==> src/sync_fifo.sv <==
`timescale 1ns/1ps

module sync_fifo #(
  parameter type item_t = logic [7:0],
  parameter int  depth  = 2
) (
  input  logic  clk_40,
  input  logic  rst,
  input  logic  push,
  input  item_t push_item,
  output logic  full,
  input  logic  pop,
  output item_t pop_item,
  output logic  empty
);

  item_t                      mem [depth];
  logic [$clog2(depth)-1:0]   wr_ptr;
  logic [$clog2(depth)-1:0]   rd_ptr;
  logic [$clog2(depth+1)-1:0] count;
  logic                       do_push;
  logic                       do_pop;

  assign full    = count == ($clog2(depth+1))'(depth);
  assign empty   = count == '0;
  assign do_push = push && !full;
  assign do_pop  = pop && !empty;

  // Head of queue is visible without a pop
  assign pop_item = mem[rd_ptr];

  always_ff @(posedge clk_40)
  begin
    if (do_push)
      mem[wr_ptr] <= push_item;
  end

  always_ff @(posedge clk_40)
  begin
    if (!rst)
    begin
      wr_ptr <= '0;
      rd_ptr <= '0;
      count  <= '0;
    end
    else
    begin
      if (do_push)
        wr_ptr <= (wr_ptr == ($clog2(depth))'(depth - 1)) ? '0 : wr_ptr + 1'b1;
      if (do_pop)
        rd_ptr <= (rd_ptr == ($clog2(depth))'(depth - 1)) ? '0 : rd_ptr + 1'b1;
      case ({do_push, do_pop})
        2'b10:   count <= count + 1'b1;
        2'b01:   count <= count - 1'b1;
        default: count <= count;
      endcase
    end
  end

endmodule

==> config.mk <==
export PLATFORM = sky130hd
export DESIGN_NAME = sync_fifo
export DESIGN_NICKNAME = d
export VERILOG_FILES = /design/src/sync_fifo.sv
export SDC_FILE = /design/constraint.sdc
export NUM_CORES = 1
export LEC_CHECK = 0
export ABC_AREA = 1
export ABC_CLOCK_PERIOD_IN_PS = 2650
export CORE_MARGIN = 2
export CORE_UTILIZATION = 30
export CTS_CLUSTER_SIZE = 24
export DETAILED_ROUTE_END_ITERATION = 12
export DONT_BUFFER_PORTS = 1
export GPL_TIMING_DRIVEN = 0
export PLACE_DENSITY = 0.45
export SYNTH_ARGS = -nofsm -noshare
export SYNTH_HDL_FRONTEND = slang
export SYNTH_SLANG_ARGS = --single-unit
==> constraint.sdc <==
create_clock -name clk_40 -period 2.65 [get_ports clk_40]
set_input_delay 0.53 -clock clk_40 [delete_from_list [all_inputs] [get_ports clk_40]]
set_output_delay 0.53 -clock clk_40 [all_outputs]
set_load 0.02 [all_outputs]
# --- After elaboration in Yosys (flattened, before gate mapping) ---
# Memories as Yosys holds them, arrays and structs flattened. A register that Yosys moved wholly into a read port is not among the register bits.
# Cells that the tools add are included.
op_classes:
  n_addsub: 4
  n_reduce_logical: 6
  mux: 7
  n_eq_ne: 3
ops:
  columns: ["cell", "count"]
  rows:
  - ["$mux 1", 6]
  - ["$eq 2x2->1 const B", 2]
  - ["$pmux 2 s2", 1]
  - ["$add 1x1->1 const B", 2]
  - ["$add 2x1->2 const B", 1]
  - ["$eq 2x1->1 const B", 1]
  - ["$logic_and 1x1->1", 2]
  - ["$logic_not 1->1", 2]
  - ["$logic_not 2->1", 1]
  - ["$reduce_bool 2->1", 1]
  - ["$sub 2x1->2 const B", 1]
word_totals:
  n_memories: 1
  output_inout_bits: 10
  reg_bits: 4
  wordCells: 24
  inputBits: 12
  ramBits: 16
memory_table:
  columns: ["memory", "words", "word_bits", "read_ports", "rd_clocked_by_memory_dff", "wr", "line", "rtl"]
  rows:
  - ["mem", 2, 8, 1, 1, 1, "17", "item_t mem [depth];"]

# --- Logic depth before layout (Yosys ltp) ---
logic_depth:
  word_depth: 5
  depth_mapped: 10
  mapped_depth_nobuf: 10

# --- Worst setup path before layout ---
# No wires, ideal clock.
synth_path:
  path_type: "input -> register"
  start: "input port push"
  end: "memory mem[0][0] in the netlist's numbering, enable pin"
  t_required_ns: 2.280
  slack_ns: 1.167
  arrival_ns: 1.112
  stages: 4
  setup_time_ns: 0.370
  path_cell_list: "inv_1 > nor2_2 > inv_1 > nor2_1"
synth_between:
  elab_chain_cells: 3
synth_rtl:
  columns: ["item", "line", "rtl"]
  rows:
  - ["start, declared", "9", "input logic push,"]
  - ["$logic_and 1x1->1", "26", "assign do_push = push && !full;"]
  - ["$mux 1", "34", "if (do_push)"]
  - ["$mux 1 (not written as such)", "35", "mem[wr_ptr] <= push_item;"]
  - ["end, declared", "17", null]
# No other way between the ends.

==> flow_summary_export.csv <==
group,metric,value,unit
min_path,holdPathStages,0,
clocking,cts_sinks,21,
synthesis,ys_ff_latch,21,
route,wl,1.26,mm
route,viasPerCell,4.56,
timing,fin_skew,7.13,ps
route,vias,456,
placement,hpwlAfterDp,926,um
finish,fillerInstances,296,
pwr,p_leak,0.346,nW
route,postRouteAntennaNets,0,
clocking,clk_latency,300,ps
clocking,cts_buffers,3,
pwr,pwr-share-clk,19.1,%
die,start_util,31.0,%
pwr,power_per_cell_area,866,nW/um2
timing,worst_slew_pin_slew,703,ps
die,fp.dieW,56.9,um
clocking,ctsHoldBuffers,0,
synthesis,yosysTopAreaCell,"edfxtp_1",
synthesis,seq_area_frac_synth,69.2,%
finish,multi_input_area,220,um2
timing,layout_min_cycle_time,1790,ps
synthesis,syn_avg_cell_area,12.9,um2
worst_setup_path,rr_endpoint,"mem[0][2]$_DFFE_PP_",
finish,antennaDiodeCount,0,
global_route,grt_usage,8.72,%
finish,instances_no_fill,100,
timing,finalMaxSlewViolations,0,
clocking,clk_path_buf_depth,2,
timing,min_period_over_period,67.4,%
synthesis,syn_inst,65,
clocking,cts.clk_slew.worst_paths,120,ps
finish,register_area,581,um2
finish,nNetsFinal,83,
worst_setup_path,max_stage_delay,420,ps
pwr,p_sw_share,32.9,%
worst_setup_path,critical_path.max_fanout,8,
worst_setup_path,arrival,1260,ps
global_route,grt_max_degree,13,
global_route,grt_pass1_vias,480,
placement,placed_area,878,um2
timing,max-slew-margin-rel,52.9,%
die,core,2710,um2
die,core.rowCount,19,
timing,setup_violations,0,
pwr,internal-power,0.000526,W
pwr,switching_power,0.000258,W
min_path,min_to,"mem[0][6]$_DFFE_PP_",
placement,gp_congestion,0.651,
pwr,p_comb_share,27.1,%
synthesis,synth_cell_types,16,
worst_setup_path,rrSetupSlack,1000,ps
clocking,htreeDepth,1,
clocking,cts_resized,0,
pwr,p_seq_share,53.8,%
timing,tns,0,ps
worst_setup_path,start_kind,"flop",
synthesis,yosysTopAreaCellShare,57.2,%
global_route,antenna_found_initial,0,
global_route,grt_pass1_wl,2.04,mm
clocking,cts_setup_buffers,0,
synthesis,syn-cell-area,840,um2
placement,port_buffers,0,
worst_setup_path,worstSetupPathType,"flop to output port",
synthesis,synth_nets,78,
worst_setup_path,cp.required,2120,ps
worst_setup_path,slowest_stage,"mux2_2",
die,ioPinCount,22,
min_path,min_from,"push_item[6]",
pwr,finalPower,0.000784,W
global_route,overflow,0,
worst_setup_path,crit_chain,"buf_2 > mux2_2",
route,drtIter0Drc,6,
timing,rsz0062_at_grt,"false",
min_path,hp-class,"input port to flop",
finish,fin_util,33.4,%
worst_setup_path,r2r_cells,5,
pwr,ir_drop,0.000385,V
worst_setup_path,endpoint_kind,"output port",
placement,place_inst,96,
clocking,cts_root_buf,"clkbuf_4",
run,cap_violations,0,
synthesis,yosys_warnings,0,
route,first_pass_iters,2,
die,die-height,56.9,um
route,drc,0,
worst_setup_path,timing.rr.start,"count[1]$_SDFFE_PN0P_",
die,die-area,3240,um2
timing,timing.fmax,560,MHz
finish,fin_area,906,um2
route,wl_per_cell,12.6,um
timing,final_hold_viol_count,0,
finish,layout-drive-gt1-share,29.0,%
run_status,status,"complete, no violations",
synthesis,synthTopCellsByArea,"edfxtp_1 57%, dfxtp_1 12%, mux2_2 11%",
finish,area_delta_synth_final,7.90,%
clocking,cts_tree,"yes",
-- layer usage --
layer / vias to the layer above / GRT usage (%) / routed length [um]
li1: 224 / - / -
met1: 217 / 8.22 / 466
met2: 13 / 14.6 / 672
met3: 2 / 4.38 / 114
met4: 0 / 5.98 / 10
met5: - / 0 / 0
-- cell type report --
class,count,area share (%)
sequential,21,64.1
multi-input combinational,34,24.3
tap,31,4.28
inverter,9,3.73
clock buffer,3,2.49
clock inverter,1,0.552
buffer,1,0.552
-- worst max-delay path by stage --
stage / start / end / slack, ps / cells after the start
detailed placement: push / mem[0][1]$_DFFE_PP_ / 920 / 4
global route: flop / pop_item[1] / 770 / 2
floorplan: push / mem[0][0]$_DFFE_PP_ / 1170 / 4
CTS: flop / pop_item[4] / 830 / 2
global placement: push / mem[0][2]$_DFFE_PP_ / 900 / 4
finish: flop / pop_item[5] / 860 / 2
-- stage by stage --
step	hold slack, ps	setup WS [ps]
finish	317	865
CTS	307	832
global route	278	770
detailed placement	486	924
global placement	481	900
floorplan	459	1170
-- power by group through the flow --
stage | clock [W] | combinational [W] | sequential [W]
3_5_place_dp | 0 | 0.000216 | 0.000430
5_1_grt | 0.000174 | 0.000234 | 0.000427
4_1_cts | 0.000157 | 0.000217 | 0.000422
3_3_place_gp | 0 | 0.000215 | 0.000429
6_report | 0.000150 | 0.000212 | 0.000422
2_1_floorplan | 0 | 0.000189 | 0.000425
-- layout by cell type (no fill, tap or decap), drive strengths merged --
master	instances
ha	1
clkbuf	3
edfxtp	16
nand4	1
o21ai	1
nand3	1
a21oi	1
inv	9
buf	1
clkinv	1
mux2	8
dfxtp	5
nand2	8
nor2	13
-- registers in the layout (all words and copies together), names as in the netlist, named ones only --
| signal | flops |
|---|---|
| mem | 16 |
| count | 2 |
| rd_ptr | 1 |
| wr_ptr | 1 |
-- cell usage after synthesis (all sizes together) --
library cell  number
nand2              8
ha                 1
nand3              1
inv                9
a21oi              1
nor2              13
o21ai              1
dfxtp              5
edfxtp            16
nand4              1
mux2               8
buf                1
-- kinds of logic (layout without fill, tap and decap cells) --
group / Yosys count / count (layout) / synth area share, %
simple gates: 23 / 23 / 12.8
compound gates: 2 / 2 / 1.19
flops: 21 / 21 / 69.2
buf+inv: 10 / 14 / 4.62
mux: 8 / 8 / 10.7
fa+ha+maj: 1 / 1 / 1.49
-- worst max-delay path: cells and delay by family (launching register included) --
kind     cells  cell delay (ps)
mux          1              420
buf+inv      1              210
flops        1              320
Power figures use the tool's default switching activity.
