[src/mopshub_pkg.sv]
package mopshub_pkg;

  // Hub dimensions
  localparam int n_buses  = 8;
  localparam int bus_id_w = 8;
  localparam int frame_w  = 76;

  // 2-bit symbols per frame on the e-link
  localparam int sym_per_frame = 38;

  // cob_id plus data, as sent on a field bus
  localparam int msg_bits = 68;

  localparam int chan_fifo_depth = 2;
  localparam int up_fifo_depth   = 4;

  // E-link symbols
  localparam logic [1:0] elink_idle  = 2'b00;
  localparam logic [1:0] elink_start = 2'b11;

  // APB register map
  localparam logic [3:0] addr_bus_en     = 4'h0;
  localparam logic [3:0] addr_tx_count   = 4'h4;
  localparam logic [3:0] addr_rx_count   = 4'h8;
  localparam logic [3:0] addr_drop_count = 4'hC;

  localparam logic [n_buses-1:0] bus_en_reset = '1;

  typedef struct packed {
    logic [11:0] cob_id;
    logic [55:0] data;
  } can_msg_t;

  // Bus number goes out first on the e-link
  typedef struct packed {
    logic [bus_id_w-1:0] bus_id;
    can_msg_t            msg;
  } hub_frame_t;

  typedef struct packed {
    logic        psel;
    logic        penable;
    logic        pwrite;
    logic [3:0]  paddr;
    logic [31:0] pwdata;
  } apb_req_t;

  typedef struct packed {
    logic [31:0] prdata;
    logic        pready;
    logic        pslverr;
  } apb_rsp_t;

endpackage

[src/elink_deser.sv]
`timescale 1ns/1ps

module elink_deser
  import mopshub_pkg::*;
(
  input  logic       clk_40,
  input  logic       rst,
  input  logic [1:0] elink_rx,
  output logic       dn_valid,
  output hub_frame_t dn_frame
);

  typedef enum logic {
    st_idle,
    st_collect
  } state_t;

  state_t             state;
  logic [5:0]         sym_cnt;
  logic [frame_w-1:0] shreg;

  assign dn_frame = hub_frame_t'(shreg);

  always_ff @(posedge clk_40)
  begin
    if (!rst)
    begin
      state    <= st_idle;
      sym_cnt  <= '0;
      dn_valid <= 1'b0;
    end
    else
    begin
      dn_valid <= 1'b0;
      case (state)
        st_idle:
        begin
          // Start symbol only counts between frames
          if (elink_rx == elink_start)
          begin
            state   <= st_collect;
            sym_cnt <= '0;
          end
        end
        st_collect:
        begin
          sym_cnt <= sym_cnt + 1'b1;
          if (sym_cnt == 6'(sym_per_frame - 1))
          begin
            state    <= st_idle;
            dn_valid <= 1'b1;
          end
        end
        default: state <= st_idle;
      endcase
    end
  end

  // MSB symbol arrives first
  always_ff @(posedge clk_40)
  begin
    if (state == st_collect)
      shreg <= {shreg[frame_w-3:0], elink_rx};
  end

endmodule

[config.mk]
export PLATFORM = sky130hd
export DESIGN_NAME = elink_deser
export DESIGN_NICKNAME = d
export VERILOG_FILES = /design/src/mopshub_pkg.sv /design/src/elink_deser.sv
export SDC_FILE = /design/constraint.sdc
export NUM_CORES = 1
export LEC_CHECK = 0
export BUFFER_PORTS_ARGS = -buffer_cell sky130_fd_sc_hd__buf_2
export CAP_MARGIN = 40
export CORE_ASPECT_RATIO = 0.9
export CORE_UTILIZATION = 40
export CTS_BUF_LIST = sky130_fd_sc_hd__clkbuf_8 sky130_fd_sc_hd__clkbuf_16
export DETAILED_ROUTE_END_ITERATION = 8
export PLACE_DENSITY = 0.74
export SLEW_MARGIN = 20
export SYNTH_ARGS = -nofsm -noshare
export SYNTH_HDL_FRONTEND = slang
export SYNTH_SLANG_ARGS = --single-unit
[constraint.sdc]
create_clock -name clk_40 -period 3.7 [get_ports clk_40]
set_clock_uncertainty 0.2 [all_clocks]
set_input_delay 0.555 -clock clk_40 [delete_from_list [all_inputs] [get_ports clk_40]]
set_output_delay 0.555 -clock clk_40 [all_outputs]
set_load 0.005 [all_outputs]
## Yosys cells after proc, flatten, opt, wreduce, memory -nomap -nowiden

Cells that the tools add are included.

| cells by class | value |
|---|---|
| equal/unequal tests | 3 |
| bitwise operators | 1 |
| multiplexer cells | 6 |
| add/sub/neg operators | 1 |
| reduce and logical (&&, ||, !) cells | 1 |

Operator list:

| operator | number |
|---|---|
| case mux 6 bit (2 select lines) | 1 |
| adder 6 x 1 -> 6 bit, second input constant | 1 |
| equality test 6 bit, second input constant | 1 |
| 2-to-1 mux 6 bit | 1 |
| 2-to-1 mux 1 bit | 3 |
| equality test 2 bit, second input constant | 1 |
| inequality test 2 bit, second input constant | 1 |
| case mux 1 bit (2 select lines) | 1 |
| AND reduction 2 bit | 1 |
| NOT 1 bit | 1 |

| word-level totals | value |
|---|---|
| input port bits | 4 |
| register bits after elaboration | 84 |
| output and inout bits | 77 |

## Longest topological paths before layout

| depth | value |
|---|---|
| word-level depth | 3 |
| mapped depth | 5 |
| depth with buffers taken out | 5 |

## Worst setup path after synthesis

No wires, ideal clock.

| timing path | value |
|---|---|
| path type | reg2reg |
| start point | reg state |
| end point | reg sym_cnt[5] |
| period minus slack after synthesis | 3026 ps |
| setup slack | 674 ps |
| data arrival time | 2699 ps |
| setup time | 127 ps |
| required time | 3373 ps |
| stages on the path, launching flop included | 5 |
| buffers on the path | 1 |
| cells stage by stage | dfxtp_1 buf_6 nand4_2 o2111ai_2 o41ai_2 |

| between the ends | value |
|---|---|
| word-level cells in the longest chain between the ends | 2 |
| elaborated cells between the ends (all ways) | 3 |
| classes of those cells | eq/ne: 1; mux: 1; bitwise: 1 |

Ends and longest elaborated chain:

| element | RTL line | text |
|---|---|---|
| from (decl) | elink_deser.sv:18 | `state_t state;` |
| from (signal assigned) | elink_deser.sv:28 | `state <= st_idle;` |
| from (signal assigned) | elink_deser.sv:41 | `state <= st_collect;` |
| from (signal assigned) | elink_deser.sv:50 | `state <= st_idle;` |
| NOT 1 bit | -- |  |
| case mux 6 bit (2 select lines) or inequality test 2 bit (tied branches) | -- |  |
| to (signal assigned) | elink_deser.sv:47 | `sym_cnt <= sym_cnt + 1'b1;` |
| to (decl) | elink_deser.sv:19 | `logic [5:0] sym_cnt;` |

Parallel ways exist; a longest one is shown, timed or not.
A chain may end at the register's enable or synchronous reset.

## Worst setup path after layout

| timing path | value |
|---|---|
| start point | reg state |
| end point | reg shreg[33], in the netlist dn_frame[33] (enable) |

RTL lines:

| element | RTL line | text |
|---|---|---|
| to (signal assigned) | elink_deser.sv:63 | `shreg <= {shreg[frame_w-3:0], elink_rx};` |
| to (decl) | elink_deser.sv:20 | `logic [frame_w-1:0] shreg;` |

No word-level cell between the ends.

==> run metrics <==
layout filler cell count 516; First-pass DRT Iterations 4; Inst Count DP 283; sequential fraction of the synthesis area 91.3%; Initial Utilization 42.6%; top cell type's share of synthesized area 85.3%; Max FO, Critical Path 44; CP bufs+invs 1; Final Core Density 54.5%; Avg Vias per Cell 4.53; post-CTS setup repair buffer count 0; Lkg Pwr 1.29 nW; die width 88.2 µm; pin count of the biggest net entering global routing 45; post-layout minimum cycle time 1.81 ns; Setup crit start kind register; largest area contributor in the netlist edfxtp_1; input/output buffers 80; vias in the first global route 1209; Top delay family on crit path flip-flops; Synth Instances 116; storage element area 2450 µm²; delay of the slowest cell on the worst path 0.68 ns; row count 27; Placed Area 3190 µm²; Max clock buf depth 2; WHS 0.234 ns; diode count 0; hold_buf cts 0; H-Tree Level Count 3; CTS tree yes; Final Power 1.92 mW; Worst setup EP type register; area of the die 7020 µm²; Setup CP Type reg2reg; syn_nets 122; Max Freq 553 MHz; syn_area_per_cell 23.1 µm²; fin cells 299; routed len/inst 13.7 µm; final setup TNS 0 ns; Final Max Tran Viols 0; total track usage 12.4%; GRT overflow 0; first-pass GRT wire length 6.13 mm; Post-CTS Resized 0; post-route ant nets 0; CP required 3.48 ns; worst path cell trace buf_4; synth unique cells 21; Yosys warnings 0; RSZ-0062 raised after global routing no; final instance area 3420 µm²; Final period util 48.9%; Max-Slew Margin vs Limit 65.7%; final hold violations 0; initial antenna violation count 0; Root Buffer clkbuf_8; CTS buffer count 9; Die H 79.6 µm; DR iter-0 viols 44; area grow syn2layout 28.0%; Max-Cap Viols 0; area of the multi-input gates 211 µm²; layout cells sized above 1 47.6%; Seq cells post-synth 84; IO Pins 81; Post-Route WL 4.08 mm; Hold Crit Class in2reg; worst vdd ir 0.000452 V; final setup violating endpoints 0; worst slew pin tran 0.514 ns; DP Worst Slack 1.87 ns; worst-skew pair later-pin latency 0.34 ns; Area contributors post-synth edfxtp_1 85%, dfxtp_1 6.0%, ha_1 0.94%, nand2_1 0.70%, nand4_1 0.70%; HPWL after DPL 2.69 mm; status finished, final reports clean; Clock transition at path regs 0.08 ns; Arrival @ worst endpoint 1.59 ns; pwr dens 561 nW/µm²; clock sinks 84; routability-driven placement congestion ratio 0.711; via count 1353; Post-layout nets 213; core area 6280 µm²; Crit-path slowest cell dfxtp_4; fin worst setup slack 1.89 ns; synthesized area 2680 µm²; DRC 0
[final timing paths]
check | start | end | slack (ns) | cells past startpoint
worst max-delay path | state | dn_frame[33] | 1.89 | 1
worst max register to register | state | dn_frame[33] | 1.89 | 1
worst min register to register | dn_frame[70] | dn_frame[72] | 0.25 | 0
worst min-delay path | elink_rx[1] | dn_frame[1] | 0.23 | 1
[sequential cells by signal, indices dropped and copies added, names as in the netlist]
register  count
dn_frame     76
state         1
sym_cnt       6
dn_valid      1
[synthesized netlist by cell type, drive strengths merged]
cell type / instances
edfxtp: 76
dfxtp: 8
nand2: 5
nand4: 4
inv: 3
a21oi: 2
and2: 2
ha: 2
nand2b: 2
o31ai: 2
a21o: 1
a311oi: 1
buf: 1
mux2i: 1
nand3: 1
nand3b: 1
nor2: 1
nor4: 1
o2111ai: 1
o41ai: 1
[layout make-up]
class                      count  area share, %
clock buffer                   9           3.62
clock inverter                 7           3.36
inverter                       3          0.329
multi-input combinational     28           6.17
sequential                    84           71.4
tap                           87           3.18
timing repair buffer          81           11.9
[cell usage in the layout, fill, tap and decap left out, types with 2 or more instances in the layout]
cell type	instances
and2_1	2
clkbuf_8	9
nand2_1	5
inv_1	4
bufinv_16	3
ha_1	2
a21oi_1	2
o31ai_1	2
buf_2	80
edfxtp_1	76
nand2b_1	2
nand4_1	3
dfxtp_1	7
[cell families after synthesis]
logic type	synth area share [%]
flip-flops	91.3
buffers and inverters	0.841
AND/OR/NAND/NOR	3.88
AO/OA/AOI/OAI	2.71
multiplexers	0.374
adder cells (fa/ha/maj)	0.935
[per-layer routing]
| layer | wire [µm] | global-route usage [%] | share of wire (%) |
|---|---|---|---|
| met1 | 1950 | 17.1 | 48 |
| met2 | 1730 | 16.5 | 42 |
| met3 | 362 | 6.41 | 8.9 |
| met4 | 34 | 4.84 | 0.83 |
| met5 | 0 | 0 | 0 |
[power breakdown]
part	leakage [nW]	switching, mW	internal (mW)
clock network	0.121	0.305	0.447
registers	0.772	0.0285	1.08
logic	0.402	0.0328	0.0270
(Power assumes the default switching activity.)
