[config.mk]
export PLATFORM = sky130hd
export DESIGN_NAME = elink_ser
export DESIGN_NICKNAME = d
export VERILOG_FILES = /design/src/mopshub_pkg.sv /design/src/elink_ser.sv
export SDC_FILE = /design/constraint.sdc
export NUM_CORES = 1
export LEC_CHECK = 0
export ABC_AREA = 1
export ABC_CLOCK_PERIOD_IN_PS = 2650
export BUFFER_PORTS_ARGS = -buffer_cell sky130_fd_sc_hd__clkbuf_2
export CAP_MARGIN = 20
export CORE_ASPECT_RATIO = 1.1
export CORE_MARGIN = 1.5
export CORE_UTILIZATION = 48
export CTS_CLUSTER_DIAMETER = 40
export DETAILED_ROUTE_END_ITERATION = 7
export MAX_ROUTING_LAYER = met4
export PLACE_DENSITY = 0.75
export SLEW_MARGIN = 20
export SYNTH_ARGS = -nofsm -noshare
export SYNTH_HDL_FRONTEND = slang
export SYNTH_SLANG_ARGS = --single-unit
[constraint.sdc]
create_clock -name clk_40 -period 2.65 [get_ports clk_40]
set_clock_uncertainty 0.1 [all_clocks]
set_input_delay 0.1325 -clock clk_40 [delete_from_list [all_inputs] [get_ports clk_40]]
set_output_delay 0.1325 -clock clk_40 [all_outputs]
set_load 0.1 [all_outputs]
[src/mopshub_pkg.sv]
package mopshub_pkg;

  // Hub dimensions
  localparam int n_buses  = 8;
  localparam int bus_id_w = 8;
  localparam int frame_w  = 76;

  // 2-bit symbols per frame on the e-link
  localparam int sym_per_frame = 38;

  // cob_id plus data, as sent on a field bus
  localparam int msg_bits = 68;

  localparam int chan_fifo_depth = 2;
  localparam int up_fifo_depth   = 4;

  // E-link symbols
  localparam logic [1:0] elink_idle  = 2'b00;
  localparam logic [1:0] elink_start = 2'b11;

  // APB register map
  localparam logic [3:0] addr_bus_en     = 4'h0;
  localparam logic [3:0] addr_tx_count   = 4'h4;
  localparam logic [3:0] addr_rx_count   = 4'h8;
  localparam logic [3:0] addr_drop_count = 4'hC;

  localparam logic [n_buses-1:0] bus_en_reset = '1;

  typedef struct packed {
    logic [11:0] cob_id;
    logic [55:0] data;
  } can_msg_t;

  // Bus number goes out first on the e-link
  typedef struct packed {
    logic [bus_id_w-1:0] bus_id;
    can_msg_t            msg;
  } hub_frame_t;

  typedef struct packed {
    logic        psel;
    logic        penable;
    logic        pwrite;
    logic [3:0]  paddr;
    logic [31:0] pwdata;
  } apb_req_t;

  typedef struct packed {
    logic [31:0] prdata;
    logic        pready;
    logic        pslverr;
  } apb_rsp_t;

endpackage

[src/elink_ser.sv]
`timescale 1ns/1ps

module elink_ser
  import mopshub_pkg::*;
(
  input  logic       clk_40,
  input  logic       rst,
  input  logic       up_valid,
  input  hub_frame_t up_frame,
  output logic       up_ready,
  output logic [1:0] elink_tx,
  output logic       up_pulse
);

  logic               busy;
  logic [5:0]         sym_cnt;
  logic [frame_w-1:0] shreg;

  assign up_ready = !busy;
  assign up_pulse = up_valid && up_ready;

  always_ff @(posedge clk_40)
  begin
    if (!rst)
    begin
      busy     <= 1'b0;
      sym_cnt  <= '0;
      elink_tx <= elink_idle;
    end
    else if (!busy)
    begin
      if (up_valid)
      begin
        busy     <= 1'b1;
        sym_cnt  <= '0;
        elink_tx <= elink_start;
      end
      else
        elink_tx <= elink_idle;
    end
    else
    begin
      elink_tx <= shreg[frame_w-1 -: 2];
      sym_cnt  <= sym_cnt + 1'b1;
      // Next frame may start right after the last symbol
      if (sym_cnt == 6'(sym_per_frame - 1))
        busy <= 1'b0;
    end
  end

  always_ff @(posedge clk_40)
  begin
    if (up_pulse)
      shreg <= up_frame;
    else if (busy)
      shreg <= {shreg[frame_w-3:0], 2'b00};
  end

endmodule

* After elaboration in Yosys (flattened, before gate mapping) *
Index checks and enable logic that the tools add are counted.

storage, ports and cells
  output and inout port bits = 4
  flip-flop bits (word level) = 85

operators by class
  add/subtract/negate cells = 1
  eq/ne operators = 1
  mux-type cells = 9
  reduce and logical (&&, ||, !) cells = 4

operators by type and width
  kind                 count
  $mux 76              2
  $mux 6               2
  $add 6x1->6 const B  1
  $eq 6x6->1 const B   1
  $mux 2               2
  $reduce_bool 2->1    2
  $mux 1               3
  $logic_and 1x1->1    1
  $logic_not 1->1      1

* Longest topological paths before layout *
  depth in word-level cells = 3
  gate-level depth with buffers = 7
  gate-level depth less buffers = 5

* Worst setup path before layout *
Ideal clock, no wire load.

  path kind = register to register
  start = reg busy
  end = reg shreg[0] (enable)
  cell stages (with the launch flop) = 4
  clock period less this slack = 3.554 ns
  setup slack = -0.904 ns
  data arrival time = 2.668 ns
  path through = dfxtp_1 buf_4 inv_1 nand2_1

on the way
  longest elaborated chain between the ends = 3

RTL lines
  what                         RTL line         source
  from (decl)                  elink_ser.sv:15  logic busy;
  from (signal assigned)       elink_ser.sv:26  busy <= 1'b0;
  from (signal assigned)       elink_ser.sv:34  busy <= 1'b1;
  from (signal assigned)       elink_ser.sv:47  busy <= 1'b0;
  $logic_not 1->1              --
  via up_ready                 elink_ser.sv:10  output logic up_ready,
  $logic_and 1x1->1            elink_ser.sv:20  assign up_pulse = up_valid && up_ready;
  $reduce_bool 2->1 (no line)  --
  to (signal assigned)         elink_ser.sv:54  shreg <= up_frame;
  to (signal assigned)         elink_ser.sv:56  shreg <= {shreg[frame_w-3:0], 2'b00};
  to (decl)                    elink_ser.sv:17  logic [frame_w-1:0] shreg;

The timed path passes the listed nets, and every way through them passes these cells.
A chain may end at the register's enable or synchronous reset.

* Final worst setup path *
  start = reg busy
  end = out up_pulse

on the way
  longest elaborated chain between the ends = 2

RTL lines
  what               RTL line         source
  $logic_not 1->1    --
  $logic_and 1x1->1  elink_ser.sv:20
  to (decl)          elink_ser.sv:12  output logic up_pulse

No other way between the ends.

==> reports/qor.txt <==
Max Clk Rate = 0.487 GHz
synthesized netlist cell count = 377
Clock Power Share = 26.2%
outcome = finished clean
area of the core = 0.00743 mm²
min Tclk post-route = 2050 ps
Pwr per Cell Area = 577 mW/mm²
clock buffer depth = 2
fin crit share = 77.4%
Reg clk slew, reported paths = 80 ps
Synthesis Warnings = 0
total CTS buffers = 9
1st-iter DRT viols = 192
nature of the critical path startpoint = flop
Cell Area, Synth = 0.00366 mm²
row count = 33
final wirelength = 8.13 mm
synthesized area per cell = 9.72 µm²
register area = 0.00246 mm²
Sw Share = 25.2%
DR DRC count = 0
Die Wd = 86.3 µm
setup slack after layout = 599 ps
DR vias = 2,992
Filler Cell Count = 582
CP required = 2420 ps
worst vdd ir = 0.321 mV
clk_lat worst skew = 350 ps
Initial Utilization = 49.3%
first-pass GRT wire length = 13.0 mm
Max Slew Vio Count = 0
Combinational Power Share = 15.3%
Die Y-Extent = 94.6 µm
Die ar. = 0.00817 mm²
vias in the first global route = 2,881
CP max stage delay = 530 ps
CP Max Fanout = 42
DP Wirelength = 4.75 mm
Fin. Hold Viols = 0
CTS tree = yes
multi-input logic area = 0.00104 mm²
Lkg Pwr = 2.40 nW
RSZ-0062 raised after global routing = false
share of cells above drive strength 1 = 19.6%
Place WS = 792 ps
Worst Tran Pin Value = 545 ps
CP max-delay cell = clkbuf_2
routed length per instance = 13.0 µm
grt total ovfl = 0
Pwr Total = 0.00292 W
# diodes = 0
gr usage total = 21.9%
Slew headroom = 63.8%
worst hold path type = reg -> reg
antenna-violating nets left = 0
global placer's final weighted congestion = 0.806
post-synthesis sequential area ratio = 67.2%
Synth Net Count = 458
Initial DRT Pass Iterations = 4
DR vias/cell = 4.76
IO buf count = 82
WS Path Type = reg -> out
Worst Path Arrival = 1820 ps
Layout area overhead = 38.1%
Setup violations, final = 0
TritonCTS Sinks = 85
setup TNS = 0 ps
pin count of the biggest net entering global routing = 55
Reg power frac = 58.5%
MaxCap Viol Count = 0
internal power = 0.00218 W
post-synth cell types = 17
CTS Root Cell = clkbuf_8
Critical Path End Type = output port
CP cell instances = nor2_4 > buf_4 > clkbuf_2
Psw = 0.000736 W
Top Ports = 83
Seq cells post-synth = 85
H-tree Lvls = 3
layout net count = 618
initial antenna violation count = 0
==> area by class of cell <==
type,count,area share [%]
repair buffers,166,24.6
well taps,87,2.15
inverters,11,0.816
clock inverters,6,0.618
multi-input cells,264,20.7
clock buffers,9,2.45
flip-flops and latches,85,48.7
==> worst paths after layout <==
kind             start     endpoint  slack, ps  cells after the start
min          shreg[75]  elink_tx[1]        380                      2
min reg2reg  shreg[75]  elink_tx[1]        380                      2
max               busy     up_pulse        600                      3
max reg2reg       busy    shreg[18]        800                      3
==> kinds of logic (layout without fill, tap and decap cells) <==
logic type | Yosys count | after routing | synth area share (%)
buffers and inverters | 28 | 192 | 4.47
adder cells (fa/ha/maj) | 2 | 2 | 0.683
flip-flops | 85 | 85 | 67.2
AND/OR/NAND/NOR | 253 | 253 | 26.4
AO/OA/AOI/OAI | 9 | 9 | 1.26
==> metrics by stage <==
step	hold WS [ps]	instances	instance area [µm²]	utilization, %
finish	376	628	5060	68.1
global route	422	628	5060	68.1
CTS	369	628	5060	68.1
detailed placement	305	536	4130	55.6
global placement	303	536	4130	55.6
floorplan	153	377	3670	-
==> timing repair <==
action / CTS / global route
gates resized for setup: 0 / 0
hold buffers: 77 / 0
buffers inserted: 0 / 0
endpoints found under the hold margin: 81 / 0
==> metal layers <==
metal  GRT usage [%]  up-vias  wire [µm]
met5               -        -          0
met2            37.0       83       4050
met3            3.06       15        325
met4            9.41        0        184
li1                -     1522          -
met1            26.3     1372       3570
==> cell usage after synthesis <==
master	instances	area, µm²
edfxtp_1	76	2280
buf_4	5	37.5
ha_1	2	25.0
dfxtp_1	9	180
buf_2	8	40.0
and2_1	1	6.26
nor3_1	1	5.00
o22ai_1	1	6.26
nand2_1	229	860
inv_1	10	37.5
inv_2	1	3.75
nor2_1	17	63.8
nor2_4	1	11.3
nand3_1	4	20.0
buf_6	4	45.0
a21oi_1	5	25.0
o21ai_0	3	15.0
==> flip-flops by register name, summed over array words and instances (netlist names) <==
signal,flops
sym_cnt,6
elink_tx,2
shreg,76
busy,1
==> power by group through the flow <==
stage / clock network [W] / registers (W) / logic, W
after global routing: 0.000825 / 0.00172 / 0.000501
after global placement: 0 / 0.00173 / 0.000343
after CTS: 0.000778 / 0.00171 / 0.000444
after floorplan: 0 / 0.00174 / 0.000227
final: 0.000765 / 0.00171 / 0.000445
after detailed placement: 0 / 0.00173 / 0.000355
==> critical path, delay by kind of cell (launching register included) <==
family	cells	cell delay (ps)
DFF	1	410
and+or+nand+nor	1	150
buffers and inverters	2	890
==> cells in the final DEF (no fill, tap or decap) <==
cell and n:
nand3_1 4, clkbuf_2 82, buf_4 6, edfxtp_1 76, nor2_1 17, clkinv_2 4, o21ai_0 3, clkbuf_8 9
nand2_1 228, nor3_1 1, clkinv_1 1, dfxtp_1 9, and2_1 1, clkinvlp_4 1, dlygate4sd3_1 77, nand2_4 1
inv_2 1, a21oi_1 5, o22ai_1 1, buf_12 1, nor2_4 1, ha_1 2, inv_1 10
Note: power is estimated with default switching activity, not from simulation.
