===== src/mopshub_pkg.sv =====
package mopshub_pkg;

  // Hub dimensions
  localparam int n_buses  = 8;
  localparam int bus_id_w = 8;
  localparam int frame_w  = 76;

  // 2-bit symbols per frame on the e-link
  localparam int sym_per_frame = 38;

  // cob_id plus data, as sent on a field bus
  localparam int msg_bits = 68;

  localparam int chan_fifo_depth = 2;
  localparam int up_fifo_depth   = 4;

  // E-link symbols
  localparam logic [1:0] elink_idle  = 2'b00;
  localparam logic [1:0] elink_start = 2'b11;

  // APB register map
  localparam logic [3:0] addr_bus_en     = 4'h0;
  localparam logic [3:0] addr_tx_count   = 4'h4;
  localparam logic [3:0] addr_rx_count   = 4'h8;
  localparam logic [3:0] addr_drop_count = 4'hC;

  localparam logic [n_buses-1:0] bus_en_reset = '1;

  typedef struct packed {
    logic [11:0] cob_id;
    logic [55:0] data;
  } can_msg_t;

  // Bus number goes out first on the e-link
  typedef struct packed {
    logic [bus_id_w-1:0] bus_id;
    can_msg_t            msg;
  } hub_frame_t;

  typedef struct packed {
    logic        psel;
    logic        penable;
    logic        pwrite;
    logic [3:0]  paddr;
    logic [31:0] pwdata;
  } apb_req_t;

  typedef struct packed {
    logic [31:0] prdata;
    logic        pready;
    logic        pslverr;
  } apb_rsp_t;

endpackage


===== src/hub_apb_regs.sv =====
`timescale 1ns/1ps

module hub_apb_regs
  import mopshub_pkg::*;
(
  input  logic               clk_40,
  input  logic               rst,
  input  apb_req_t           apb_req,
  output apb_rsp_t           apb_rsp,
  input  logic               tx_pulse,
  input  logic               up_pulse,
  input  logic               drop_pulse,
  output logic [n_buses-1:0] bus_en
);

  logic [2:0]       pulses;
  logic [2:0][31:0] counts;
  logic [31:0]      rd_data;
  logic             rd_err;
  logic [31:0]      prdata_q;
  logic             pslverr_q;
  logic             setup_phase;
  logic             access_phase;

  // Counter order is tx, rx, drop
  assign pulses       = {drop_pulse, up_pulse, tx_pulse};
  assign setup_phase  = apb_req.psel && !apb_req.penable;
  assign access_phase = apb_req.psel && apb_req.penable;

  always_comb
  begin
    rd_err  = 1'b0;
    rd_data = '0;
    case (apb_req.paddr)
      addr_bus_en:     rd_data = 32'(bus_en);
      addr_tx_count:   rd_data = counts[0];
      addr_rx_count:   rd_data = counts[1];
      addr_drop_count: rd_data = counts[2];
      default:         rd_err  = 1'b1;
    endcase
  end

  // Response captured in setup, shown during access
  always_ff @(posedge clk_40)
  begin
    if (!rst)
    begin
      prdata_q  <= '0;
      pslverr_q <= 1'b0;
    end
    else if (setup_phase)
    begin
      prdata_q  <= rd_data;
      pslverr_q <= rd_err;
    end
    else
      pslverr_q <= 1'b0;
  end

  always_ff @(posedge clk_40)
  begin
    if (!rst)
      bus_en <= bus_en_reset;
    else if (access_phase && apb_req.pwrite && apb_req.paddr == addr_bus_en)
      bus_en <= apb_req.pwdata[n_buses-1:0];
  end

  // Counters stick at all ones
  always_ff @(posedge clk_40)
  begin
    if (!rst)
      counts <= '0;
    else
    begin
      for (int i = 0; i < 3; i++)
      begin
        if (pulses[i] && counts[i] != '1)
          counts[i] <= counts[i] + 1'b1;
      end
    end
  end

  assign apb_rsp.prdata  = prdata_q;
  assign apb_rsp.pready  = 1'b1;
  assign apb_rsp.pslverr = pslverr_q;

endmodule


===== config.mk =====
export PLATFORM = sky130hd
export DESIGN_NAME = hub_apb_regs
export DESIGN_NICKNAME = d
export VERILOG_FILES = /design/src/mopshub_pkg.sv /design/src/hub_apb_regs.sv
export SDC_FILE = /design/constraint.sdc
export NUM_CORES = 1
export LEC_CHECK = 0
export CAP_MARGIN = 15
export CELL_PAD_IN_SITES_DETAIL_PLACEMENT = 1
export CELL_PAD_IN_SITES_GLOBAL_PLACEMENT = 2
export CORE_ASPECT_RATIO = 1.5
export CORE_MARGIN = 8
export CORE_UTILIZATION = 35
export DETAILED_ROUTE_END_ITERATION = 6
export DONT_BUFFER_PORTS = 1
export GPL_ROUTABILITY_DRIVEN = 0
export HOLD_SLACK_MARGIN = 0.06
export PLACE_DENSITY = 0.72
export SYNTH_ARGS = -nofsm -noshare
export SYNTH_HDL_FRONTEND = slang
export SYNTH_SLANG_ARGS = --single-unit

===== constraint.sdc =====
create_clock -name clk_40 -period 2.1 [get_ports clk_40]
set_input_delay 0.42 -clock clk_40 [delete_from_list [all_inputs] [get_ports clk_40]]
set_output_delay 0.42 -clock clk_40 [all_outputs]
set_load 0.01 [all_outputs]

Word-level counts from Yosys, hierarchy flattened --
Index checks and enable logic that the tools add are counted.
Cells by class: equal/unequal tests 6, reductions and logical operators 11, add/subtract/negate cells 3, muxes and demuxes 2
Operators with widths (count):
- 32-bit case mux with 4 select lines | 1
- 32-bit by 1-bit adder with 32-bit output (second input constant) | 3
- 32-bit inequality test (second input constant) | 3
- 4-bit equality test (second input constant) | 2
- 1-bit logical AND | 7
- 4-bit by 3-bit equality test with 1-bit output (second input constant) | 1
- 4-bit logical NOT | 1
- 4-bit OR reduction | 1
- 2-bit AND reduction | 1
- 1-bit logical NOT | 1
- 1-bit two-way mux | 1
Word-level totals: word-level logic and storage cells 28, bits of input ports 44, output and inout bits 42, flip-flop bits (word level) 137

Logic depth before layout (Yosys ltp) --
depth after elaboration 3, gate-level depth with buffers 7, mapped depth without buffers 6

Worst setup path before layout --
Ideal clock, no wire load.
path kind register to register, from register counts[64] (netlist bit), to register counts[84] (netlist bit), path buffers 0, period minus slack after synthesis 2051 ps, cell stages (with the launch flop) 7, data arrival time 1981 ps, required time 2030 ps, path slack 49 ps, library setup time 70 ps, cell sequence dfxtp_1 -> ha_1 -> and4_1 -> nand2_1 -> a2111o_1 -> or4_1 -> a21oi_1
On the way: word-level cells in the longest chain between the ends 2, elaborated cells between the ends (all ways) 3, those cells by class add/sub (1); eq/ne (1); reduce/logical (1)
Ends and longest elaborated chain:
- start: declaration | line hub_apb_regs.sv:17 | logic [2:0][31:0] counts;
- start signal: indexed assignment | line hub_apb_regs.sv:78 | counts[i] <= counts[i] + 1'b1;
- branches (longest 2 deep; another with 32-bit by 1-bit adder with 32-bit output)
Parallel ways; which one is timed is not known. A chain may end at the register's enable or synchronous reset.

Worst setup path in the final report --
from register counts[64] (netlist bit), to register counts[82] (netlist bit)
Same word-level chain as after synthesis.

==> results_dict.tcl <==
set metrics [dict create \
    vdd_drop_max_uv 538 \
    worst_slew_pin_slew_ns 0.655 \
    syn_area_sq_um 6970 \
    drtPass1Iterations 4 \
    ys_warn_count 0 \
    crit_path_max_incr_delay_ns 0.46 \
    syn_inst 796 \
    grt_util_all_layers_pct 19.1 \
    initialDrtViolationCount 355 \
    internal-power_uw 4560 \
    most-common-layout-cells "133 x dfxtp_1, 75 x buf_4, 70 x nand2_1, 63 x nor2_1, 50 x a21oi_1" \
    hp-class "in -> reg" \
    dp_hpwl_microns 17500 \
    synth_edf_count 0 \
    port_buffers 0 \
    grt_pass1_wl_microns 37500 \
    crit_type "reg -> reg" \
    clk_latency_ns 0.43 \
    grt_util_met3_pct 3.61 \
    drcViolationCount 0 \
    antenna_found_initial 0 \
    switching_power_uw 1370 \
    core-area_sq_um 19600 \
    grt_use_met1_pct 20.6 \
    num_rows 63 \
    drt-vias-per-instance 5.78 \
    tns_ns 0 \
    ys.flop_type "dfxtp_1" \
    crit_family "simple AND/OR/NAND/NOR gates" \
    final-setup-viol-count 0 \
    cap_violations 0 \
    worstPathArrival_ns 2.37 \
    fin_hold_ws_ns 0.107 \
    seq_power_share_pct 44.3 \
    cts-root-buf "clkbuf_16" \
    final_common_cell "dfxtp_1" \
    crit_path_top_delay_cell "a2111o_1" \
    p_per_area_nw_per_um2 709 \
    drive_gt1_share_pct 19.2 \
    final_hold_viol_count 0 \
    switching_share_pct 23.1 \
    busiest_layer "met2" \
    cp.required_ns 2.46 \
    yosysUniqueCellTypes 62 \
    crit_buf_inv 0 \
    worstSetupStartpointType "register" \
    vias 6472 \
    wl_per_cell_microns 21.2 \
    p_leak_uw 0.00302 \
    ys_seq_area_share_pct 39.3 \
    cp_max_fo 10 \
    pin_count 86 \
    synth.avg_cell_area_sq_um 8.76 \
    postLayoutCoreUtil_pct 42.6 \
    syn_nets 843 \
    die_y_microns 189 \
    synth_top_cells_by_area "dfxtp_1 39%, nand2_1 3.8%, mux2i_1 3.7%" \
    met2_usage_pct 35.3 \
    ys_ff_latch 137 \
    cts_sinks 137 \
    fmax_mhz 498 \
    status "complete, no violations" \
    die_x_microns 131 \
    pwr-share-clk_pct 52.6 \
    clk_pin_slew_ns 0.06 \
    overflow 0 \
    grt_start_max_net_pins 59 \
    ff2ff_setup_slack_ns 0.09 \
    period_minus_slack_ns 2.01 \
    cts_tree "yes" \
    routed_wl_microns 23800 \
    fin_crit_sh_pct 95.7 \
    cts_buffer_depth 2 \
    synth_top_area_cell "dfxtp_1" \
    combPwrFrac_pct 3.1 \
    rsz0062_at_grt "true" \
    dieArea_sq_um 24800 \
    end_kind "register" \
    fin_skew_ns 0.00866 \
    antenna_left 0 \
    cts_buffers 17 \
    slew_headroom_pct 56.3 \
    cts.htree.levels 4 \
    grt_pass1_vias 6844 \
    start_util_pct 35.5 \
    area_delta_synth_final_pct 20.0 \
    yosys.area.top_type_share_pct 39.3 \
    n_antenna_cell 0 \
    nets 894 \
    async_flop_share_pct 0 \
    crit_path_cell_trace "ha_2 -> and4_1 -> nand2_1 -> a2111o_1 -> or4_1 -> a21oi_1" \
    slew_viol_final 0 \
]
## path summary, 6_finish.rpt
| kind | to | start | cells past startpoint |
|---|---|---|---|
| min | counts[3] | rst | 1 |
| max reg2reg | counts[82] | counts[64] | 6 |
| max | counts[82] | counts[64] | 6 |
| min reg2reg | counts[80] | counts[80] | 2 |
## Yosys cell counts, types with 24 or more instances
library cell and instances:
nand2_1 70, a21oi_1 50, mux2i_1 26, o21ai_0 35
nor2_1 63, a22o_1 24, nand4_1 36, dfxtp_1 137
nand3_1 25, clkbuf_1 37, a22oi_1 32, or3_1 38
## state kept, by name, summed over array words and instances (netlist names)
name       cells
bus_en         8
counts        96
prdata_q      32
pslverr_q      1
## metal layers
metal	wire length (microns)	vias to the layer above	part of all wire (%)
met1	9580	3263	40
li1	-	3091	-
met2	12900	86	54
met5	0	-	0
met4	542	0	2.3
met3	789	32	3.3
## cell type report
class	instances	area (sq um)
clock buffers	18	429
clock inverters	14	174
fillers	2263	11300
inverters	13	50.0
multi-input cells	599	4020
flip-flops and latches	137	2750
well taps	260	325
repair buffers	79	614
## logic make-up after synthesis
group	count (synthesis)	share of synthesized area, %
and+or+nand+nor	336	26.8
AOI/OAI and AO/OA	186	17.7
DFF	137	39.3
buffers and inverters	60	3.63
muxes	54	9.55
xor gates and xnor gates	19	2.39
adders and majority gates	3	0.538
other	1	0.0538
## per-stage QoR
| stage | worst slack, ns | cell area [sq um] | total power, uW | instances |
|---|---|---|---|---|
| after global placement | 0.0600 | 7680 | 2850 | 1085 |
| after floorplan | 0.0490 | 6970 | 2840 | 796 |
| after detailed placement | 0.00305 | 7680 | 2860 | 1085 |
| after global routing | -0.0199 | 8360 | 6090 | 1120 |
| final | 0.0911 | 8360 | 5930 | 1120 |
| after CTS | 0.00391 | 8310 | 5990 | 1119 |
## timing repair
action                                  CTS  global route
buffers inserted                          0             1
cloned                                    0             0
pin swaps                                 2             6
hold buffers                              2             0
endpoints found under the hold margin     7             0
endpoints found under the setup margin    6            34
resized for setup                         0            14
## power groups by stage
stage          combinational (uW)  clock [uW]  sequential (uW)
2_1_floorplan                 152           0             2680
3_3_place_gp                  167           0             2690
3_5_place_dp                  173           0             2690
4_1_cts                       181        3180             2630
5_1_grt                       199        3270             2630
6_report                      181        3120             2630
No activity file was read; power rests on OpenSTA's default activity.
