==> config.mk <==
export PLATFORM = sky130hd
export DESIGN_NAME = bus_channel
export DESIGN_NICKNAME = d
export VERILOG_FILES = /design/src/mopshub_pkg.sv /design/src/sync_fifo.sv /design/src/bus_channel.sv
export SDC_FILE = /design/constraint.sdc
export NUM_CORES = 1
export LEC_CHECK = 0
export ABC_AREA = 0
export BUFFER_PORTS_ARGS = -buffer_cell sky130_fd_sc_hd__buf_2
export CELL_PAD_IN_SITES_DETAIL_PLACEMENT = 0
export CELL_PAD_IN_SITES_GLOBAL_PLACEMENT = 1
export CORE_MARGIN = 2
export CORE_UTILIZATION = 53
export CTS_BUF_LIST = sky130_fd_sc_hd__clkbuf_4
export CTS_CLUSTER_SIZE = 8
export DETAILED_ROUTE_END_ITERATION = 10
export GPL_TIMING_DRIVEN = 1
export PLACE_DENSITY_LB_ADDON = 0.2
export SLEW_MARGIN = 5
export SYNTH_ARGS = -nofsm -noshare
export SYNTH_HDL_FRONTEND = slang
export SYNTH_HIERARCHICAL = 1
export SYNTH_SLANG_ARGS = --single-unit
==> constraint.sdc <==
create_clock -name clk_40 -period 5.2 [get_ports clk_40]
set_input_delay 0.26 -clock clk_40 [delete_from_list [all_inputs] [get_ports clk_40]]
set_output_delay 0.26 -clock clk_40 [all_outputs]
set_load 0.01 [all_outputs]
==> src/mopshub_pkg.sv <==
package mopshub_pkg;

  // Hub dimensions
  localparam int n_buses  = 8;
  localparam int bus_id_w = 8;
  localparam int frame_w  = 76;

  // 2-bit symbols per frame on the e-link
  localparam int sym_per_frame = 38;

  // cob_id plus data, as sent on a field bus
  localparam int msg_bits = 68;

  localparam int chan_fifo_depth = 2;
  localparam int up_fifo_depth   = 4;

  // E-link symbols
  localparam logic [1:0] elink_idle  = 2'b00;
  localparam logic [1:0] elink_start = 2'b11;

  // APB register map
  localparam logic [3:0] addr_bus_en     = 4'h0;
  localparam logic [3:0] addr_tx_count   = 4'h4;
  localparam logic [3:0] addr_rx_count   = 4'h8;
  localparam logic [3:0] addr_drop_count = 4'hC;

  localparam logic [n_buses-1:0] bus_en_reset = '1;

  typedef struct packed {
    logic [11:0] cob_id;
    logic [55:0] data;
  } can_msg_t;

  // Bus number goes out first on the e-link
  typedef struct packed {
    logic [bus_id_w-1:0] bus_id;
    can_msg_t            msg;
  } hub_frame_t;

  typedef struct packed {
    logic        psel;
    logic        penable;
    logic        pwrite;
    logic [3:0]  paddr;
    logic [31:0] pwdata;
  } apb_req_t;

  typedef struct packed {
    logic [31:0] prdata;
    logic        pready;
    logic        pslverr;
  } apb_rsp_t;

endpackage

==> src/sync_fifo.sv <==
`timescale 1ns/1ps

module sync_fifo #(
  parameter type item_t = logic [7:0],
  parameter int  depth  = 2
) (
  input  logic  clk_40,
  input  logic  rst,
  input  logic  push,
  input  item_t push_item,
  output logic  full,
  input  logic  pop,
  output item_t pop_item,
  output logic  empty
);

  item_t                      mem [depth];
  logic [$clog2(depth)-1:0]   wr_ptr;
  logic [$clog2(depth)-1:0]   rd_ptr;
  logic [$clog2(depth+1)-1:0] count;
  logic                       do_push;
  logic                       do_pop;

  assign full    = count == ($clog2(depth+1))'(depth);
  assign empty   = count == '0;
  assign do_push = push && !full;
  assign do_pop  = pop && !empty;

  // Head of queue is visible without a pop
  assign pop_item = mem[rd_ptr];

  always_ff @(posedge clk_40)
  begin
    if (do_push)
      mem[wr_ptr] <= push_item;
  end

  always_ff @(posedge clk_40)
  begin
    if (!rst)
    begin
      wr_ptr <= '0;
      rd_ptr <= '0;
      count  <= '0;
    end
    else
    begin
      if (do_push)
        wr_ptr <= (wr_ptr == ($clog2(depth))'(depth - 1)) ? '0 : wr_ptr + 1'b1;
      if (do_pop)
        rd_ptr <= (rd_ptr == ($clog2(depth))'(depth - 1)) ? '0 : rd_ptr + 1'b1;
      case ({do_push, do_pop})
        2'b10:   count <= count + 1'b1;
        2'b01:   count <= count - 1'b1;
        default: count <= count;
      endcase
    end
  end

endmodule

==> src/bus_channel.sv <==
`timescale 1ns/1ps

module bus_channel
  import mopshub_pkg::*;
(
  input  logic     clk_40,
  input  logic     rst,
  input  logic     tx_push,
  input  can_msg_t tx_msg,
  output logic     tx_full,
  output logic     bus_tx,
  input  logic     bus_rx,
  output logic     rx_valid,
  output can_msg_t rx_msg,
  input  logic     rx_grant,
  output logic     overrun
);

  can_msg_t              tx_head;
  logic                  tx_empty;
  logic                  tx_pop;
  logic                  tx_busy;
  logic [6:0]            tx_cnt;
  logic [msg_bits:0]     tx_sh;
  logic                  rx_busy;
  logic                  rx_prev;
  logic [6:0]            rx_cnt;
  logic [msg_bits-1:0]   rx_sh;
  logic                  rx_done;

  sync_fifo #(
    .item_t (can_msg_t),
    .depth  (chan_fifo_depth)
  ) i_tx_fifo (
    .clk_40    (clk_40),
    .rst       (rst),
    .push      (tx_push),
    .push_item (tx_msg),
    .full      (tx_full),
    .pop       (tx_pop),
    .pop_item  (tx_head),
    .empty     (tx_empty)
  );

  assign tx_pop = !tx_busy && !tx_empty;

  // Start bit, 68 bits LSB first, stop bit
  always_ff @(posedge clk_40)
  begin
    if (!rst)
    begin
      tx_busy <= 1'b0;
      tx_cnt  <= '0;
      bus_tx  <= 1'b1;
    end
    else if (!tx_busy)
    begin
      bus_tx <= !tx_pop;
      if (tx_pop)
      begin
        tx_busy <= 1'b1;
        tx_cnt  <= '0;
      end
    end
    else
    begin
      bus_tx <= tx_sh[0];
      tx_cnt <= tx_cnt + 1'b1;
      if (tx_cnt == 7'(msg_bits))
        tx_busy <= 1'b0;
    end
  end

  always_ff @(posedge clk_40)
  begin
    if (tx_pop)
      tx_sh <= {1'b1, tx_head};
    else if (tx_busy)
      tx_sh <= {1'b1, tx_sh[msg_bits:1]};
  end

  // Stop bit sampled high with a full message in the shifter
  assign rx_done = rx_busy && rx_cnt == 7'(msg_bits) && bus_rx;

  always_ff @(posedge clk_40)
  begin
    if (!rst)
    begin
      rx_busy  <= 1'b0;
      rx_prev  <= 1'b1;
      rx_cnt   <= '0;
      rx_valid <= 1'b0;
      overrun  <= 1'b0;
    end
    else
    begin
      rx_prev <= bus_rx;
      overrun <= 1'b0;
      if (rx_grant)
        rx_valid <= 1'b0;
      if (!rx_busy)
      begin
        if (rx_prev && !bus_rx)
        begin
          rx_busy <= 1'b1;
          rx_cnt  <= '0;
        end
      end
      else
      begin
        rx_cnt <= rx_cnt + 1'b1;
        if (rx_cnt == 7'(msg_bits))
          rx_busy <= 1'b0;
      end
      if (rx_done)
      begin
        if (!rx_valid || rx_grant)
          rx_valid <= 1'b1;
        else
          overrun <= 1'b1;
      end
    end
  end

  always_ff @(posedge clk_40)
  begin
    if (rx_busy && rx_cnt != 7'(msg_bits))
      rx_sh <= {bus_rx, rx_sh[msg_bits-1:1]};
    if (rx_done && (!rx_valid || rx_grant))
      rx_msg <= can_msg_t'(rx_sh);
  end

endmodule

; Word-level counts from Yosys, hierarchy flattened
; Memories as Yosys holds them, arrays and structs flattened. A register that Yosys moved wholly into a read port is not among the register bits.
; Index checks and enable logic that the tools add are counted.
[op_classes]
n_reduce_logical = 20
n_eq_ne = 6
n_addsub = 6
n_mux = 24
[ops]
columns = operator, count
row1 = 68-bit 2-to-1 mux, 2
row2 = 7-bit 2-to-1 mux, 4
row3 = 1-bit 2-to-1 mux, 17
row4 = 7-bit by 1-bit adder with 7-bit output (second input constant), 2
row5 = 7-bit == test (second input constant), 2
row6 = 1-bit logical AND, 8
row7 = 7-bit inequality test (second input constant), 1
row8 = 1-bit zero test, 6
row9 = 2-bit nonzero test, 3
row10 = 2-bit == test (second input constant), 2
row11 = 2-bit one-hot mux with 2 select lines, 1
row12 = 1-bit adder (second input constant), 2
row13 = 2-bit by 1-bit adder with 2-bit output (second input constant), 1
row14 = 2-bit by 1-bit == test with 1-bit output (second input constant), 1
row15 = 2-bit zero test, 1
row16 = 2-bit AND reduction, 1
row17 = 2-bit by 1-bit subtractor with 2-bit output (second input constant), 1
row18 = 1-bit logical OR, 1
[word_totals]
mem_bits_rw = 136
ff_bits = 228
elab_cells = 72
n_memories = 1
[mem_list]
columns = name, words, width, read_ports, rd_clocked_by_memory_dff, write_ports, line
row1 = i_tx_fifo.mem, 2, 68, 1, 1, 1, sync_fifo.sv:17  ; item_t mem [depth];

; Logic depth before layout (Yosys ltp)
[depth]
depth_word = 6
ltp_mapped = 10

; Hierarchy
; The synthesis kept the hierarchy.
[modules_own_cells]
columns = mod, cells_per_inst, instances, area_each_um2, seq_area_each_um2
row1 = bus_channel, 378, 1, 8176.6, 6526.3
row2 = sync_fifo, 238, 1, 5138.7, 4184.0

; Worst setup path after synthesis
; OpenSTA, ideal clock, no wires.
[synth_path]
kind = register to register
start = reg rx_cnt[0]
end = reg rx_sh[0], enable pin
required_time_ps = 4686
path_buffers = 0
path_stages_with_launch = 5
synth_period_minus_slack_ps = 4402
t_arrival_ps = 3888
path_slack_ps = 798
setup_ps = 514
path_cell_list = dfxtp_1 inv_1 ha_1 nor2b_1 a21boi_1
[synth_between]
elab_chain_cells = 2
[synth_rtl]
columns = item, line
row1 = "start, declared", bus_channel.sv:27  ; logic [6:0] rx_cnt;
row2 = "start signal, assigned", bus_channel.sv:111  ; rx_cnt <= rx_cnt + 1'b1;
row3 = 7-bit inequality test, bus_channel.sv:127  ; if (rx_busy && rx_cnt != 7'(msg_bits))
row4 = 1-bit logical AND, bus_channel.sv:127
row5 = "end signal, assigned", bus_channel.sv:128  ; rx_sh <= {bus_rx, rx_sh[msg_bits-1:1]};
row6 = "end, declared", bus_channel.sv:28  ; logic [msg_bits-1:0] rx_sh;
; Every way passes these cells.
; A chain may end at the register's enable or synchronous reset.

; Worst setup path after layout
[layout_path]
start = reg rx_cnt[0]
end = reg rx_msg[61] (netlist name), enable pin
[layout_between]
elab_chain_cells = 4
[layout_rtl]
columns = item, line
row1 = 7-bit == test, bus_channel.sv:83  ; assign rx_done = rx_busy && rx_cnt == 7'(msg_bits) && bus_rx;
row2 = 1-bit logical AND (2 in series), bus_channel.sv:83
row3 = 1-bit logical AND, bus_channel.sv:129  ; if (rx_done && (!rx_valid || rx_grant))
row4 = "end signal, assigned", bus_channel.sv:130  ; rx_msg <= can_msg_t'(rx_sh);
row5 = "end, declared", bus_channel.sv:14  ; output can_msg_t rx_msg,
; Every way passes these cells.

==> flow_results.org <==
** Run status
- Result of the run :: completed

** Floorplan
- Floorplan die area :: 26410 sq um
- The floorplan step defined a core boundary enclosing 24890 sq um.
- Number of primary I/O pins :: 145
- Width of the die :: 162.5 um
- Floorplan row count :: 58
- The floorplan step set the die height to 162.5 um.
- Starting utilization of the core area :: 0.5349

** Detailed routing
- Across all layers, the routed design uses 6496 vias.
- Once detail routing completed, the nets flagged for antenna violations numbered 0.
- In the routed layout, each cell is associated on average with a via count of 4.963.
- In the routed design, unresolved DRC markers number 0.
- The detailed router finished its first iteration with 423 violations.
- Final wirelength :: 22180 um
- Dividing the detail-routed wire length by the instance count gives 16.95 um.
- Before antenna repair, the detailed router went through 6 iterations.

** Clock tree
- Count of clock tree sinks :: 365
- Skew-Pair Late Insertion Delay :: 0.69 ns
- H-tree Lvls :: 3
- In this run, CTS created clock tree buffers numbering 92.
- Largest buffer count on any clock path :: 3
- Count of cells resized by post-cts repair :: 0
- CTS tree :: built
- Clock tree synthesis selected as its root buffer the cell sky130_fd_sc_hd__clkbuf_4.
- Clock slew seen by the registers of the worst setup and hold paths :: 0.06 ns

** Synthesis
- After synthesis the netlist holds a flip-flop and latch count of 365.
- For this run, the number of Yosys warnings is 6.
- In this run, distinct cell masters in the synthesized netlist total 43.
- Most frequently used flop master after synthesis :: sky130_fd_sc_hd__edfxtp_1
- Syn avg cell area :: 21.62 sq um
- For this run, the register share of the synthesized area comes to 0.8044.
- Net count after synthesis :: 694
- Post-synth ARST share :: 0
- Number of cells produced by synthesis :: 616
- The mapped netlist covers 13320 sq um.
- Counting flops with a built-in enable in the synthesized netlist gives 340.

** Placement
- Placement Setup Slack :: 2.379 ns
- The count of buffers added on input and output ports is 144.
- Summing all placed instances gives a cell area of 14310 sq um.
- The wire-length estimate of the detail-placed layout is 12450 um.
- Routability-driven placement finished with a final weighted congestion of 0.7681.

** Setup path
- The worst register-to-register path ends at rx_msg[61].
- The critical path goes through inv_1, ha_1, nor2b_1, and4_1, nor2b_4, buf_4.
- On the critical path the largest part of the delay comes from simple AND/OR/NAND/NOR gates.
- STA classifies the critical path endpoint as a register.
- Critical path endpoint :: rx_msg[61]
- Measured in cells, the most critical reg-to-reg path has a length of 6.
- Reg-to-reg critical path startpoint :: rx_cnt[0]
- Critical Path Stages :: 6
- By startpoint and endpoint, the worst setup path is classified as reg2reg.
- Arrival time of data at the critical path endpoint :: 3.07 ns
- Data required, critical path :: 5.51 ns
- Critical path launch point :: rx_cnt[0]
- Sort of element at the start of the critical path :: register
- R2R Setup Slk :: 2.44 ns
- In this design, the stage delay of the slowest critical-path cell is 0.81 ns.
- The slowest stage of the critical path is the sky130_fd_sc_hd__nor2b_4 cell.
- Crit Path Max Fanout :: 36
- Critical path buffer and inverter count :: 2

** Cells and area
- At the end of the flow the core is filled with cells to 0.6511.
- In the final layout, the share of cells above drive strength 1 is 0.4493.
- Nets :: 988
- Finished Cell Area :: 16210 sq um
- Counting the fill cells in the layout gives 1707.
- Layout area overhead :: 21.71%

** Job
- The tool flagged a number of max-cap violations equal to 0.

** STA
- Derived from the worst setup path, the maximum achievable clock frequency is 362.8 MHz.
- Post-layout min period :: 2.756 ns
- Share of the cycle needed by the critical path after routing :: 0.5300
- Setup violations remaining at the end of the flow were counted as 0.
- Adding up every negative setup slack in the final design gives 0 ns.
- The clock arrives with 0.05413 ns of skew.
- Worst slew margin :: 0.3170
- Final Hold Fails :: 0
- Setup repair after global routing left no endpoint under its margin.
- At the pin with the least slew margin, the transition time is 1.024 ns.
- Final setup slack of the worst path :: 2.444 ns
- The final number of max-transition violations is 0.

** Global routing
- GRT Total Usage :: 0.1684
- Entering global routing, the biggest net connects 72 pins.
- In the global route stage, met2 resource usage came out at 0.2774.
- In the global route stage, met3 resource usage came out at 0.04660.
- After global routing the overflow that remains totals 0.
- Initial antenna violation count :: 2
- GRT met1 Usage :: 0.2141
- First-pass GRT wire length :: 34430 um
- Vias in the first global route :: 6835
- Gr busiest metal :: met2

** Power and ir drop
- Net switching component of the power :: 2.055 mW
- Of the total power, registers draw 0.510.
- Logic pwr share :: 0.205
- Power Density :: 510.5 nW/um^2
- Static power due to leakage :: 5.907 nW
- IR analysis of the VDD net gives a maximum drop of 0.3974 mV.
- Clk pwr share :: 0.285
- Total internal power :: 6.218 mW
- Post-layout power :: 8.273 mW
- Proportion of total power due to net switching :: 0.2484

** Worst hold path
- In this run the worst hold path is classified as in2reg.
## stage by stage
step / hold slack (ns) / cells
2_1_floorplan: 0.3330 / 616
3_3_place_gp: 0.4175 / 1075
3_5_place_dp: 0.4141 / 1075
4_1_cts: 0.02492 / 1307
5_1_grt: 0.03214 / 1309
6_report: 0.09655 / 1309
## layout by cell type, fill, tap and decap left out, types with 9 or more instances in the layout
cell type and n:
sky130_fd_sc_hd__edfxtp_1 340, sky130_fd_sc_hd__buf_2 144, sky130_fd_sc_hd__clkbuf_4 139, sky130_fd_sc_hd__dlygate4sd3_1 71, sky130_fd_sc_hd__mux2_2 68, sky130_fd_sc_hd__mux2_4 66
sky130_fd_sc_hd__dfxtp_1 24, sky130_fd_sc_hd__clkinv_1 14, sky130_fd_sc_hd__nand2_1 9
## area by class of cell
type | count | area, sq um | share of cell area
sequential | 365 | 10710 | 0.6611
antenna | 2 | 5.005 | 0.0003088
clock inverter | 22 | 138.9 | 0.008570
clock buffer | 139 | 1044 | 0.06439
timing repair buffer | 219 | 1461 | 0.09018
tap | 330 | 412.9 | 0.02548
multi-input combinational | 222 | 2392 | 0.1476
inverter | 10 | 37.54 | 0.002316
## flip-flops by register name, summed over array words and instances, names as in the netlist, 2 cells and up, named ones only
name and flops:
i_tx_fifo/count 2, tx_cnt 7, rx_sh 68, tx_sh 68, i_tx_fifo/mem 136, rx_cnt 7
rx_msg 68
## Yosys cell counts (2+ instances only)
library cell / number / area share
sky130_fd_sc_hd__nor2b_1: 5 / 0.0023
sky130_fd_sc_hd__nand4_1: 4 / 0.0019
sky130_fd_sc_hd__mux2_4: 66 / 0.074
sky130_fd_sc_hd__mux2_2: 68 / 0.058
sky130_fd_sc_hd__buf_6: 4 / 0.0034
sky130_fd_sc_hd__and4_1: 2 / 0.0013
sky130_fd_sc_hd__a21oi_1: 4 / 0.0015
sky130_fd_sc_hd__buf_2: 8 / 0.0030
sky130_fd_sc_hd__nand3_1: 4 / 0.0015
sky130_fd_sc_hd__o2111ai_1: 2 / 0.0013
sky130_fd_sc_hd__o21ai_0: 2 / 0.00075
sky130_fd_sc_hd__or3_1: 3 / 0.0014
sky130_fd_sc_hd__nor4_1: 3 / 0.0014
sky130_fd_sc_hd__nor2_1: 7 / 0.0020
sky130_fd_sc_hd__o21a_1: 3 / 0.0017
sky130_fd_sc_hd__ha_1: 5 / 0.0047
sky130_fd_sc_hd__or2_1: 3 / 0.0014
sky130_fd_sc_hd__buf_12: 6 / 0.0090
sky130_fd_sc_hd__nand2_1: 9 / 0.0025
sky130_fd_sc_hd__and3_1: 2 / 0.00094
sky130_fd_sc_hd__inv_2: 2 / 0.00056
sky130_fd_sc_hd__dfxtp_1: 25 / 0.038
sky130_fd_sc_hd__xnor2_1: 4 / 0.0026
sky130_fd_sc_hd__a21boi_1: 3 / 0.0017
sky130_fd_sc_hd__mux2i_1: 2 / 0.0015
sky130_fd_sc_hd__inv_1: 8 / 0.0023
sky130_fd_sc_hd__xor2_1: 3 / 0.0020
sky130_fd_sc_hd__o41ai_1: 2 / 0.0013
sky130_fd_sc_hd__nand2b_1: 4 / 0.0019
sky130_fd_sc_hd__edfxtp_1: 340 / 0.77
## power groups by stage
stage	registers [mW]	clock network, mW	logic (mW)
after floorplan	4.15	0	1.59
after global placement	4.26	0	1.61
after detailed placement	4.27	0	1.67
after CTS	4.22	2.45	1.73
after global routing	4.28	2.59	1.83
final	4.22	2.36	1.70
## worst min-delay path: stages
cell and delay [ns]:
sky130_fd_sc_hd__buf_2 0.11, sky130_fd_sc_hd__inv_1 0.05, sky130_fd_sc_hd__o21ai_0 0.19, sky130_fd_sc_hd__a21boi_1 0.09
## repair_timing
| action | 4_1_cts | 5_1_grt |
|---|---|---|
| hold buffers | 71 | 0 |
| setup buffers | 0 | 0 |
| hold endpoints to repair | 149 | 0 |
| setup endpoints to repair | 0 | 0 |
## logic make-up (layout without fill, tap and decap cells)
kind of cell | count (synthesis) | in the layout | share of synthesized area
AO/OA/AOI/OAI | 20 | 20 | 0.01071
XOR/XNOR | 7 | 7 | 0.004604
adder cells (fa/ha/maj) | 5 | 5 | 0.004698
buffers and inverters | 29 | 390 | 0.01851
flip-flops | 365 | 365 | 0.8044
multiplexers | 137 | 137 | 0.1343
other | 0 | 2 | 0
AND/OR/NAND/NOR | 53 | 53 | 0.02283
## worst min-delay path by stage
stage | from | end | slack, ns | cells after the start
4_1_cts | tx_push | i_tx_fifo/wr_ptr | 0.02 | 4
3_5_place_dp | rx_sh[0] | rx_msg[0] | 0.41 | 0
2_1_floorplan | rst | rx_prev | 0.33 | 1
6_report | tx_push | i_tx_fifo/wr_ptr | 0.1 | 4
3_3_place_gp | rx_sh[0] | rx_msg[0] | 0.42 | 0
5_1_grt | tx_push | i_tx_fifo/wr_ptr | 0.03 | 4
## layer usage
| layer | part of all wire | vias to the layer above |
|---|---|---|
| li1 | - | 3075 |
| met1 | 0.44 | 3217 |
| met2 | 0.50 | 170 |
| met3 | 0.047 | 34 |
| met4 | 0.015 | 0 |
| met5 | 0 | - |
Power figures use the tool's default switching activity.
